File: src/verilog/pad_map_pkg.sv
// Fixed ten-pad frame, pad indices must follow the pin order of the pad ring
`default_nettype none

package pad_map_pkg;

   ////////////////////////////////////////////////////////////
   // Pad frame size
   ////////////////////////////////////////////////////////////

   // Also the width of the GPIO bank
   localparam int unsigned N_PADS = 10;

   ////////////////////////////////////////////////////////////
   // Pad indices
   ////////////////////////////////////////////////////////////

   // Quad-SPI master data lines
   localparam int unsigned PAD_SDIO0    = 0;
   localparam int unsigned PAD_SDIO1    = 1;
   localparam int unsigned PAD_SDIO2    = 2;
   localparam int unsigned PAD_SDIO3    = 3;
   // SPI control
   localparam int unsigned PAD_CSN0     = 4;
   localparam int unsigned PAD_SCK      = 5;
   // UART
   localparam int unsigned PAD_UART_RX  = 6;
   localparam int unsigned PAD_UART_TX  = 7;
   // I2C0
   localparam int unsigned PAD_I2C0_SDA = 8;
   localparam int unsigned PAD_I2C0_SCL = 9;

   ////////////////////////////////////////////////////////////
   // Pad function select and configuration
   ////////////////////////////////////////////////////////////

   typedef enum logic [1:0] {
      PAD_MODE_PERIPH = 2'd0,
      PAD_MODE_GPIO   = 2'd1,
      PAD_MODE_ALT    = 2'd2,
      PAD_MODE_NONE   = 2'd3
   } pad_mode_t;

   // Drive strength and pull bits, opaque to the mux
   localparam int unsigned PAD_CFG_W = 6;
   typedef logic [PAD_CFG_W-1:0] pad_cfg_t;

endpackage

`default_nettype wire

File: src/verilog/periph_pkg.sv
// Single quad-SPI master with one chip select, one UART and exactly two I2C controllers
`default_nettype none

package periph_pkg;

   ////////////////////////////////////////////////////////////
   // Peripheral widths
   ////////////////////////////////////////////////////////////

   // Data lines of the quad-SPI master
   localparam int unsigned SPI_LINES = 4;

   // I2C controllers on the bus vectors
   localparam int unsigned N_I2C = 2;

   // Bit positions of the two I2C controllers
   localparam int unsigned I2C0 = 0;
   localparam int unsigned I2C1 = 1;

endpackage

`default_nettype wire

File: src/verilog/pad_route_table.sv
// Pure combinational, places peripheral outputs on pad slots for peripheral and alternate modes
`timescale 1ns/1ps
`default_nettype none

module pad_route_table
   import pad_map_pkg::*;
   import periph_pkg::*;
(
   input  logic                 spi_clk_i,
   input  logic                 spi_csn_i,
   input  logic [SPI_LINES-1:0] spi_oen_i,
   input  logic [SPI_LINES-1:0] spi_sdo_i,
   input  logic                 uart_tx_i,
   input  logic [N_I2C-1:0]     i2c_sda_out_i,
   input  logic [N_I2C-1:0]     i2c_sda_oe_i,
   input  logic [N_I2C-1:0]     i2c_scl_out_i,
   input  logic [N_I2C-1:0]     i2c_scl_oe_i,
   output logic [N_PADS-1:0]    periph_out_o,
   output logic [N_PADS-1:0]    periph_oe_o,
   output logic [N_PADS-1:0]    alt_out_o,
   output logic [N_PADS-1:0]    alt_oe_o
);

   ////////////////////////////////////////////////////////////
   // Peripheral mode
   ////////////////////////////////////////////////////////////

   always_comb begin
      periph_out_o = '0;
      periph_oe_o  = '0;

      // SPI master drives enable low
      periph_out_o[PAD_SDIO0] = spi_sdo_i[0];
      periph_oe_o[PAD_SDIO0]  = ~spi_oen_i[0];
      periph_out_o[PAD_SDIO1] = spi_sdo_i[1];
      periph_oe_o[PAD_SDIO1]  = ~spi_oen_i[1];
      periph_out_o[PAD_SDIO2] = spi_sdo_i[2];
      periph_oe_o[PAD_SDIO2]  = ~spi_oen_i[2];
      periph_out_o[PAD_SDIO3] = spi_sdo_i[3];
      periph_oe_o[PAD_SDIO3]  = ~spi_oen_i[3];

      // Always driven outputs
      periph_out_o[PAD_CSN0]    = spi_csn_i;
      periph_oe_o[PAD_CSN0]     = 1'b1;
      periph_out_o[PAD_SCK]     = spi_clk_i;
      periph_oe_o[PAD_SCK]      = 1'b1;
      periph_out_o[PAD_UART_TX] = uart_tx_i;
      periph_oe_o[PAD_UART_TX]  = 1'b1;

      // rx pad is input only, out and enable stay 0

      periph_out_o[PAD_I2C0_SDA] = i2c_sda_out_i[I2C0];
      periph_oe_o[PAD_I2C0_SDA]  = i2c_sda_oe_i[I2C0];
      periph_out_o[PAD_I2C0_SCL] = i2c_scl_out_i[I2C0];
      periph_oe_o[PAD_I2C0_SCL]  = i2c_scl_oe_i[I2C0];
   end

   ////////////////////////////////////////////////////////////
   // Alternate mode
   ////////////////////////////////////////////////////////////

   always_comb begin
      alt_out_o = '0;
      alt_oe_o  = '0;

      // I2C1 has two possible pad pairs
      alt_out_o[PAD_SDIO2]   = i2c_sda_out_i[I2C1];
      alt_oe_o[PAD_SDIO2]    = i2c_sda_oe_i[I2C1];
      alt_out_o[PAD_SDIO3]   = i2c_scl_out_i[I2C1];
      alt_oe_o[PAD_SDIO3]    = i2c_scl_oe_i[I2C1];
      alt_out_o[PAD_UART_RX] = i2c_sda_out_i[I2C1];
      alt_oe_o[PAD_UART_RX]  = i2c_sda_oe_i[I2C1];
      alt_out_o[PAD_UART_TX] = i2c_scl_out_i[I2C1];
      alt_oe_o[PAD_UART_TX]  = i2c_scl_oe_i[I2C1];
   end

endmodule

`default_nettype wire

File: src/verilog/pad_drive_mux.sv
// Pure combinational output mux, unused mode parks the pad with out and enable at 0
`timescale 1ns/1ps
`default_nettype none

module pad_drive_mux
   import pad_map_pkg::*;
(
   input  pad_mode_t [N_PADS-1:0] pad_mux_i,
   input  logic      [N_PADS-1:0] periph_out_i,
   input  logic      [N_PADS-1:0] periph_oe_i,
   input  logic      [N_PADS-1:0] alt_out_i,
   input  logic      [N_PADS-1:0] alt_oe_i,
   input  logic      [N_PADS-1:0] gpio_out_i,
   input  logic      [N_PADS-1:0] gpio_dir_i,
   input  pad_cfg_t  [N_PADS-1:0] pad_cfg_i,
   input  pad_cfg_t  [N_PADS-1:0] gpio_cfg_i,
   output logic      [N_PADS-1:0] pad_out_o,
   output logic      [N_PADS-1:0] pad_oe_o,
   output pad_cfg_t  [N_PADS-1:0] pad_cfg_o
);

   always_comb begin
      for (int p = 0; p < N_PADS; p++) begin
         // Default config everywhere except GPIO pads
         pad_cfg_o[p] = pad_cfg_i[p];

         case (pad_mux_i[p])
            PAD_MODE_PERIPH: begin
               pad_out_o[p] = periph_out_i[p];
               pad_oe_o[p]  = periph_oe_i[p];
            end
            PAD_MODE_GPIO: begin
               pad_out_o[p] = gpio_out_i[p];
               pad_oe_o[p]  = gpio_dir_i[p];
               pad_cfg_o[p] = gpio_cfg_i[p];
            end
            PAD_MODE_ALT: begin
               pad_out_o[p] = alt_out_i[p];
               pad_oe_o[p]  = alt_oe_i[p];
            end
            default: begin
               pad_out_o[p] = 1'b0;
               pad_oe_o[p]  = 1'b0;
            end
         endcase
      end
   end

endmodule

`default_nettype wire

File: src/verilog/pad_sample_router.sv
// Pure combinational input routing, UART and I2C inputs idle high, GPIO and SPI idle low
`timescale 1ns/1ps
`default_nettype none

module pad_sample_router
   import pad_map_pkg::*;
   import periph_pkg::*;
(
   input  pad_mode_t [N_PADS-1:0]    pad_mux_i,
   input  logic      [N_PADS-1:0]    pad_in_i,
   output logic      [N_PADS-1:0]    gpio_in_o,
   output logic      [SPI_LINES-1:0] spi_sdi_o,
   output logic                      uart_rx_o,
   output logic      [N_I2C-1:0]     i2c_sda_in_o,
   output logic      [N_I2C-1:0]     i2c_scl_in_o
);

   ////////////////////////////////////////////////////////////
   // GPIO and SPI data
   ////////////////////////////////////////////////////////////

   always_comb begin
      for (int p = 0; p < N_PADS; p++) begin
         gpio_in_o[p] = (pad_mux_i[p] == PAD_MODE_GPIO) ? pad_in_i[p] : 1'b0;
      end
   end

   // SPI lines sit on consecutive pads
   always_comb begin
      for (int k = 0; k < SPI_LINES; k++) begin
         spi_sdi_o[k] = (pad_mux_i[PAD_SDIO0+k] == PAD_MODE_PERIPH) ?
                        pad_in_i[PAD_SDIO0+k] : 1'b0;
      end
   end

   ////////////////////////////////////////////////////////////
   // UART and I2C
   ////////////////////////////////////////////////////////////

   assign uart_rx_o = (pad_mux_i[PAD_UART_RX] == PAD_MODE_PERIPH) ?
                      pad_in_i[PAD_UART_RX] : 1'b1;

   assign i2c_sda_in_o[I2C0] = (pad_mux_i[PAD_I2C0_SDA] == PAD_MODE_PERIPH) ?
                               pad_in_i[PAD_I2C0_SDA] : 1'b1;
   assign i2c_scl_in_o[I2C0] = (pad_mux_i[PAD_I2C0_SCL] == PAD_MODE_PERIPH) ?
                               pad_in_i[PAD_I2C0_SCL] : 1'b1;

   // Lower pad wins when both are in alternate mode
   assign i2c_sda_in_o[I2C1] =
      (pad_mux_i[PAD_SDIO2] == PAD_MODE_ALT)   ? pad_in_i[PAD_SDIO2]   :
      (pad_mux_i[PAD_UART_RX] == PAD_MODE_ALT) ? pad_in_i[PAD_UART_RX] :
                                                 1'b1;
   assign i2c_scl_in_o[I2C1] =
      (pad_mux_i[PAD_SDIO3] == PAD_MODE_ALT)   ? pad_in_i[PAD_SDIO3]   :
      (pad_mux_i[PAD_UART_TX] == PAD_MODE_ALT) ? pad_in_i[PAD_UART_TX] :
                                                 1'b1;

endmodule

`default_nettype wire

File: src/verilog/pad_control.sv
// Combinational pad control top, no clock or reset port, every output follows its inputs
`timescale 1ns/1ps
`default_nettype none

module pad_control
   import pad_map_pkg::*;
   import periph_pkg::*;
(
   // Configuration
   input  pad_mode_t [N_PADS-1:0]    pad_mux_i,
   input  pad_cfg_t  [N_PADS-1:0]    pad_cfg_i,
   input  pad_cfg_t  [N_PADS-1:0]    gpio_cfg_i,
   output pad_cfg_t  [N_PADS-1:0]    pad_cfg_o,
   // GPIO
   input  logic      [N_PADS-1:0]    gpio_out_i,
   input  logic      [N_PADS-1:0]    gpio_dir_i,
   output logic      [N_PADS-1:0]    gpio_in_o,
   // SPI master
   input  logic                      spi_clk_i,
   input  logic                      spi_csn_i,
   input  logic      [SPI_LINES-1:0] spi_oen_i,
   input  logic      [SPI_LINES-1:0] spi_sdo_i,
   output logic      [SPI_LINES-1:0] spi_sdi_o,
   // UART
   input  logic                      uart_tx_i,
   output logic                      uart_rx_o,
   // I2C
   input  logic      [N_I2C-1:0]     i2c_sda_out_i,
   input  logic      [N_I2C-1:0]     i2c_sda_oe_i,
   output logic      [N_I2C-1:0]     i2c_sda_in_o,
   input  logic      [N_I2C-1:0]     i2c_scl_out_i,
   input  logic      [N_I2C-1:0]     i2c_scl_oe_i,
   output logic      [N_I2C-1:0]     i2c_scl_in_o,
   // Pad frame
   input  logic      [N_PADS-1:0]    pad_in_i,
   output logic      [N_PADS-1:0]    pad_out_o,
   output logic      [N_PADS-1:0]    pad_oe_o
);

   logic [N_PADS-1:0] periph_out;
   logic [N_PADS-1:0] periph_oe;
   logic [N_PADS-1:0] alt_out;
   logic [N_PADS-1:0] alt_oe;

   pad_route_table u_route_table (
      .spi_clk_i     (spi_clk_i),
      .spi_csn_i     (spi_csn_i),
      .spi_oen_i     (spi_oen_i),
      .spi_sdo_i     (spi_sdo_i),
      .uart_tx_i     (uart_tx_i),
      .i2c_sda_out_i (i2c_sda_out_i),
      .i2c_sda_oe_i  (i2c_sda_oe_i),
      .i2c_scl_out_i (i2c_scl_out_i),
      .i2c_scl_oe_i  (i2c_scl_oe_i),
      .periph_out_o  (periph_out),
      .periph_oe_o   (periph_oe),
      .alt_out_o     (alt_out),
      .alt_oe_o      (alt_oe)
   );

   pad_drive_mux u_drive_mux (
      .pad_mux_i    (pad_mux_i),
      .periph_out_i (periph_out),
      .periph_oe_i  (periph_oe),
      .alt_out_i    (alt_out),
      .alt_oe_i     (alt_oe),
      .gpio_out_i   (gpio_out_i),
      .gpio_dir_i   (gpio_dir_i),
      .pad_cfg_i    (pad_cfg_i),
      .gpio_cfg_i   (gpio_cfg_i),
      .pad_out_o    (pad_out_o),
      .pad_oe_o     (pad_oe_o),
      .pad_cfg_o    (pad_cfg_o)
   );

   pad_sample_router u_sample_router (
      .pad_mux_i    (pad_mux_i),
      .pad_in_i     (pad_in_i),
      .gpio_in_o    (gpio_in_o),
      .spi_sdi_o    (spi_sdi_o),
      .uart_rx_o    (uart_rx_o),
      .i2c_sda_in_o (i2c_sda_in_o),
      .i2c_scl_in_o (i2c_scl_in_o)
   );

endmodule

`default_nettype wire

File: config.mk
export PLATFORM = sky130hd
export DESIGN_NAME = pad_control
export DESIGN_NICKNAME = d
export VERILOG_FILES = /design/src/verilog/pad_map_pkg.sv /design/src/verilog/periph_pkg.sv /design/src/verilog/pad_route_table.sv /design/src/verilog/pad_drive_mux.sv /design/src/verilog/pad_sample_router.sv /design/src/verilog/pad_control.sv
export SDC_FILE = /design/constraint.sdc
export NUM_CORES = 1
export LEC_CHECK = 0
export BUFFER_PORTS_ARGS = -buffer_cell sky130_fd_sc_hd__buf_2
export CORE_AREA = 5 5 108 110
export DETAILED_ROUTE_END_ITERATION = 16
export DIE_AREA = 0 0 113 115
export MAX_ROUTING_LAYER = met4
export PLACE_DENSITY = 0.59
export SLEW_MARGIN = 20
export SYNTH_ARGS = -nofsm -noshare
export SYNTH_HDL_FRONTEND = slang
export SYNTH_SLANG_ARGS = --single-unit
File: constraint.sdc
create_clock -name vclk -period 0.8
set_input_delay 0 -clock vclk [all_inputs]
set_output_delay 0 -clock vclk [all_outputs]
set_load 0.05 [all_outputs]
# == After elaboration in Yosys (flattened, before gate mapping) ==
# Cells that the tools add are included.
# classes
n_addsub,0
multipliers,0
div_mod_pow,0
order_cmp,0
eq_ne,14
n_shift,0
mux,51
bitwise_logic,4
reduce_logical,10
# ops
operator,n
two-way mux 6 bit,10
one-hot mux 1 bit (2 select lines),14
two-way mux 1 bit,21
== test 2 x 1 -> 1 bit (second input constant),10
zero test 2 bit,10
one-hot mux 1 bit (3 select lines),6
== test 2 bit (second input constant),4
inverter 1 bit,4
# word_totals
ff_bits,0
latchBits,0
ram_bits,0
mem_bits_ro,0
out_inout_bits,99
wordCells,79
n_memories,0

# == Longest topological paths before layout ==
# depth
ltp_word,3
mapped_depth,5
depth_no_buf,4

# == By module ==
# Synthesis repeated with hierarchy kept, for this count alone.
# hier_totals
hier_cells,203
area_unflattened_um2,2008.2
# modules_own_cells
mod,instances,cells_per_inst,area_each_um2,seq_area_each_um2
pad_drive_mux,1,130,1539.0,0.0
pad_route_table,1,42,292.8,0.0
pad_sample_router,1,31,176.4,0.0

# == Least setup slack after synthesis ==
# Ideal clock, no wire load.
# synth_path
path_kind,input -> output
from,input port pad_mux_i[5] (netlist bit)
to,output port pad_oe_o[2]
t_arrival_ns,1.371
slack_ns,-0.571
stages,2
cell_sequence,and2b_1 > o32ai_1
# synth_between
elab_chain_len,2
elab_cells_between_ends,4
classes_between,eq/ne (2); mux (1); reduce/logical (1)
# synth_lines
item,line_no,source
"start, declared",pad_control.sv:10,"input pad_mode_t [N_PADS-1:0] pad_mux_i,"
"== test 2 bit, or another cell as far along",pad_drive_mux.sv:27,case (pad_mux_i[p])
one-hot mux 1 bit (3 select lines) (*),pad_drive_mux.sv:27,
"end, declared",pad_control.sv:37,output logic [N_PADS-1:0] pad_oe_o
# Every way passes the cells marked *; elsewhere a longest branch is shown, timed or not.

==> out/results.ini <==
[job]
max-cap-violations = 0

[synthesis]
syn_area_sq_um = 1460
synth_fp_nets = 352
avgSynthCellArea_sq_um = 9.09
yosysSeqAreaShare_pct = 0
synthCells = 160
yosysWarnings = 0
synth_cell_types = 23

[layout]
diodes = 0
drive_gt1_share_pct = 90.0
nClkBuffers = 0
nets = 672
seq_area_sq_um = 0
design.seq.count = 0
fill_cells = 1013
layout_common_cells = buf_2 (192), buf_6 (69), mux2_4 (59)
syn2layout_area_growth_pct = 202
final_common_cell = buf_2
fin_area_sq_um = 4400

[sta]
setup_slack_ns = -0.0752
max_freq_mhz = 1140
rsz0062_at_grt = yes
slew_violations = 0
finalCriticalPeriod_ns = 0.875
setup_violations = 54
slew_headroom_pct = 82.0
finalCritPeriodShare_pct = 109
report.final.hold_viol_count = 0
setup_tns_ns = -2.32
worst_slew_pin_slew_ns = 0.269

[pwr]
power_mw = 3.74
total_leakage_power_nw = 2.44
power.density_nw_per_um2 = 851
max-vdd-ir-drop_uv = 435

[routing]
vias = 2564
drt-initial-drc-count = 39
drc = 0
viasPerCell = 4.15
drtAntennaViolNets = 0
wl_per_cell_um = 15.3
finalWirelength_um = 9460
dr.pass1.iters = 4

[run_status]
status = finished with violations
failed_checks = setup timing

[critical_path]
cp_data_required_time_ns = 0.80
critPathMaxFanout = 6
crit_path_end_kind = primary output
critical_path_arrival_ns = 0.88
worst_setup_path_start_kind = input pin
setup.worst_path.class = in2out

[grt]
grt_pass1_wl_um = 13500
grt_max_degree = 9
grt_use_total_pct = 12.9
overflow = 0
antenna_found_initial = 1
grt_pass1_vias = 2949

[die]
coreArea_sq_um = 10600
dieWidth_um = 113
dieArea_sq_um = 13000
start_util_pct = 13.7
io_pins = 288
die_y_um = 115
std_cell_rows = 38

[place]
hpwlAfterDp_um = 7640
dpl_cell_area_sq_um = 3390
port_buffers = 288
gp_congestion = 0.843

[min_path]
hp-class = in2out

[cts]
holdBufCountCts = 0

[logic make-up (layout without fill, tap and decap cells)]
group,Yosys count,in the layout,share of synthesized area (%)
mux,73,73,60.0
fa+ha+maj,3,3,2.58
simple gates,50,50,21.8
buf+inv,22,340,10.4
compound gates,12,12,5.24
[synthesized netlist by cell type]
cell	instances	share of area, %
mux2_2	42	33
nand2_1	2	0.52
mux2_4	18	19
and2_1	7	3.0
nor2b_4	4	3.8
nor2_1	11	2.8
mux2i_1	13	8.9
or3_1	2	0.86
a21oi_1	5	1.7
inv_1	12	3.1
or2_2	2	0.86
nor3b_1	3	1.5
buf_6	9	7.0
ha_1	3	2.6
nand2b_1	5	2.1
a22oi_1	2	1.0
buf_2	1	0.34
o22ai_1	3	1.3
nor3_1	2	0.69
o32ai_1	2	1.2
and2b_1	2	1.0
nor2b_1	8	3.4
or2b_1	2	1.0
[metal layers]
layer	track usage [%]	part of all wire (%)
met3	2.68	10
met4	2.80	2.3
met5	-	0
met1	10.1	29
met2	28.9	58
[worst paths after layout]
check	start	to	slack (ns)	cells after the start
max	pad_mux_i[13]	pad_cfg_o[39]	-0.08	6
min	pad_mux_i[7]	spi_sdi_o[3]	0.32	3
[per-stage QoR]
stage          util [%]  std cells  hold slack (ns)  setup slack (ns)
6_report           41.5        618            0.320           -0.0752
5_1_grt            41.5        618            0.329            -0.105
4_1_cts            40.4        617            0.322           -0.0785
3_5_place_dp       32.0        609            0.382            -0.223
3_3_place_gp       32.0        609            0.374            -0.201
2_1_floorplan         -        160           0.0884           -0.0756
[area by class of cell]
type	instances	area, sq um	area share, %
inverters	12	50.0	1.14
multi-input cells	138	1690	38.4
well taps	140	175	3.98
repair buffers	328	2480	56.5
[critical path, cell delays in order]
cell and delay [ns]:
buf_8 0.10, inv_6 0.05, ha_4 0.13, buf_6 0.13
mux2_4 0.31, buf_8 0.15
[repair_timing]
action / 4_1_cts / 5_1_grt
gates resized for setup: 227 / 37
endpoints found under the hold margin: 0 / 0
pin swaps: 2 / 2
setup buffers: 10 / 2
setup endpoints to repair: 77 / 77
[power breakdown]
| part | switching [mW] | internal [mW] | total (mW) |
|---|---|---|---|
| combinational | 2.02 | 1.72 | 3.74 |
| sequential | 0 | 0 | 0 |
| clock | 0 | 0 | 0 |
No activity file was read; power rests on OpenSTA's default activity.
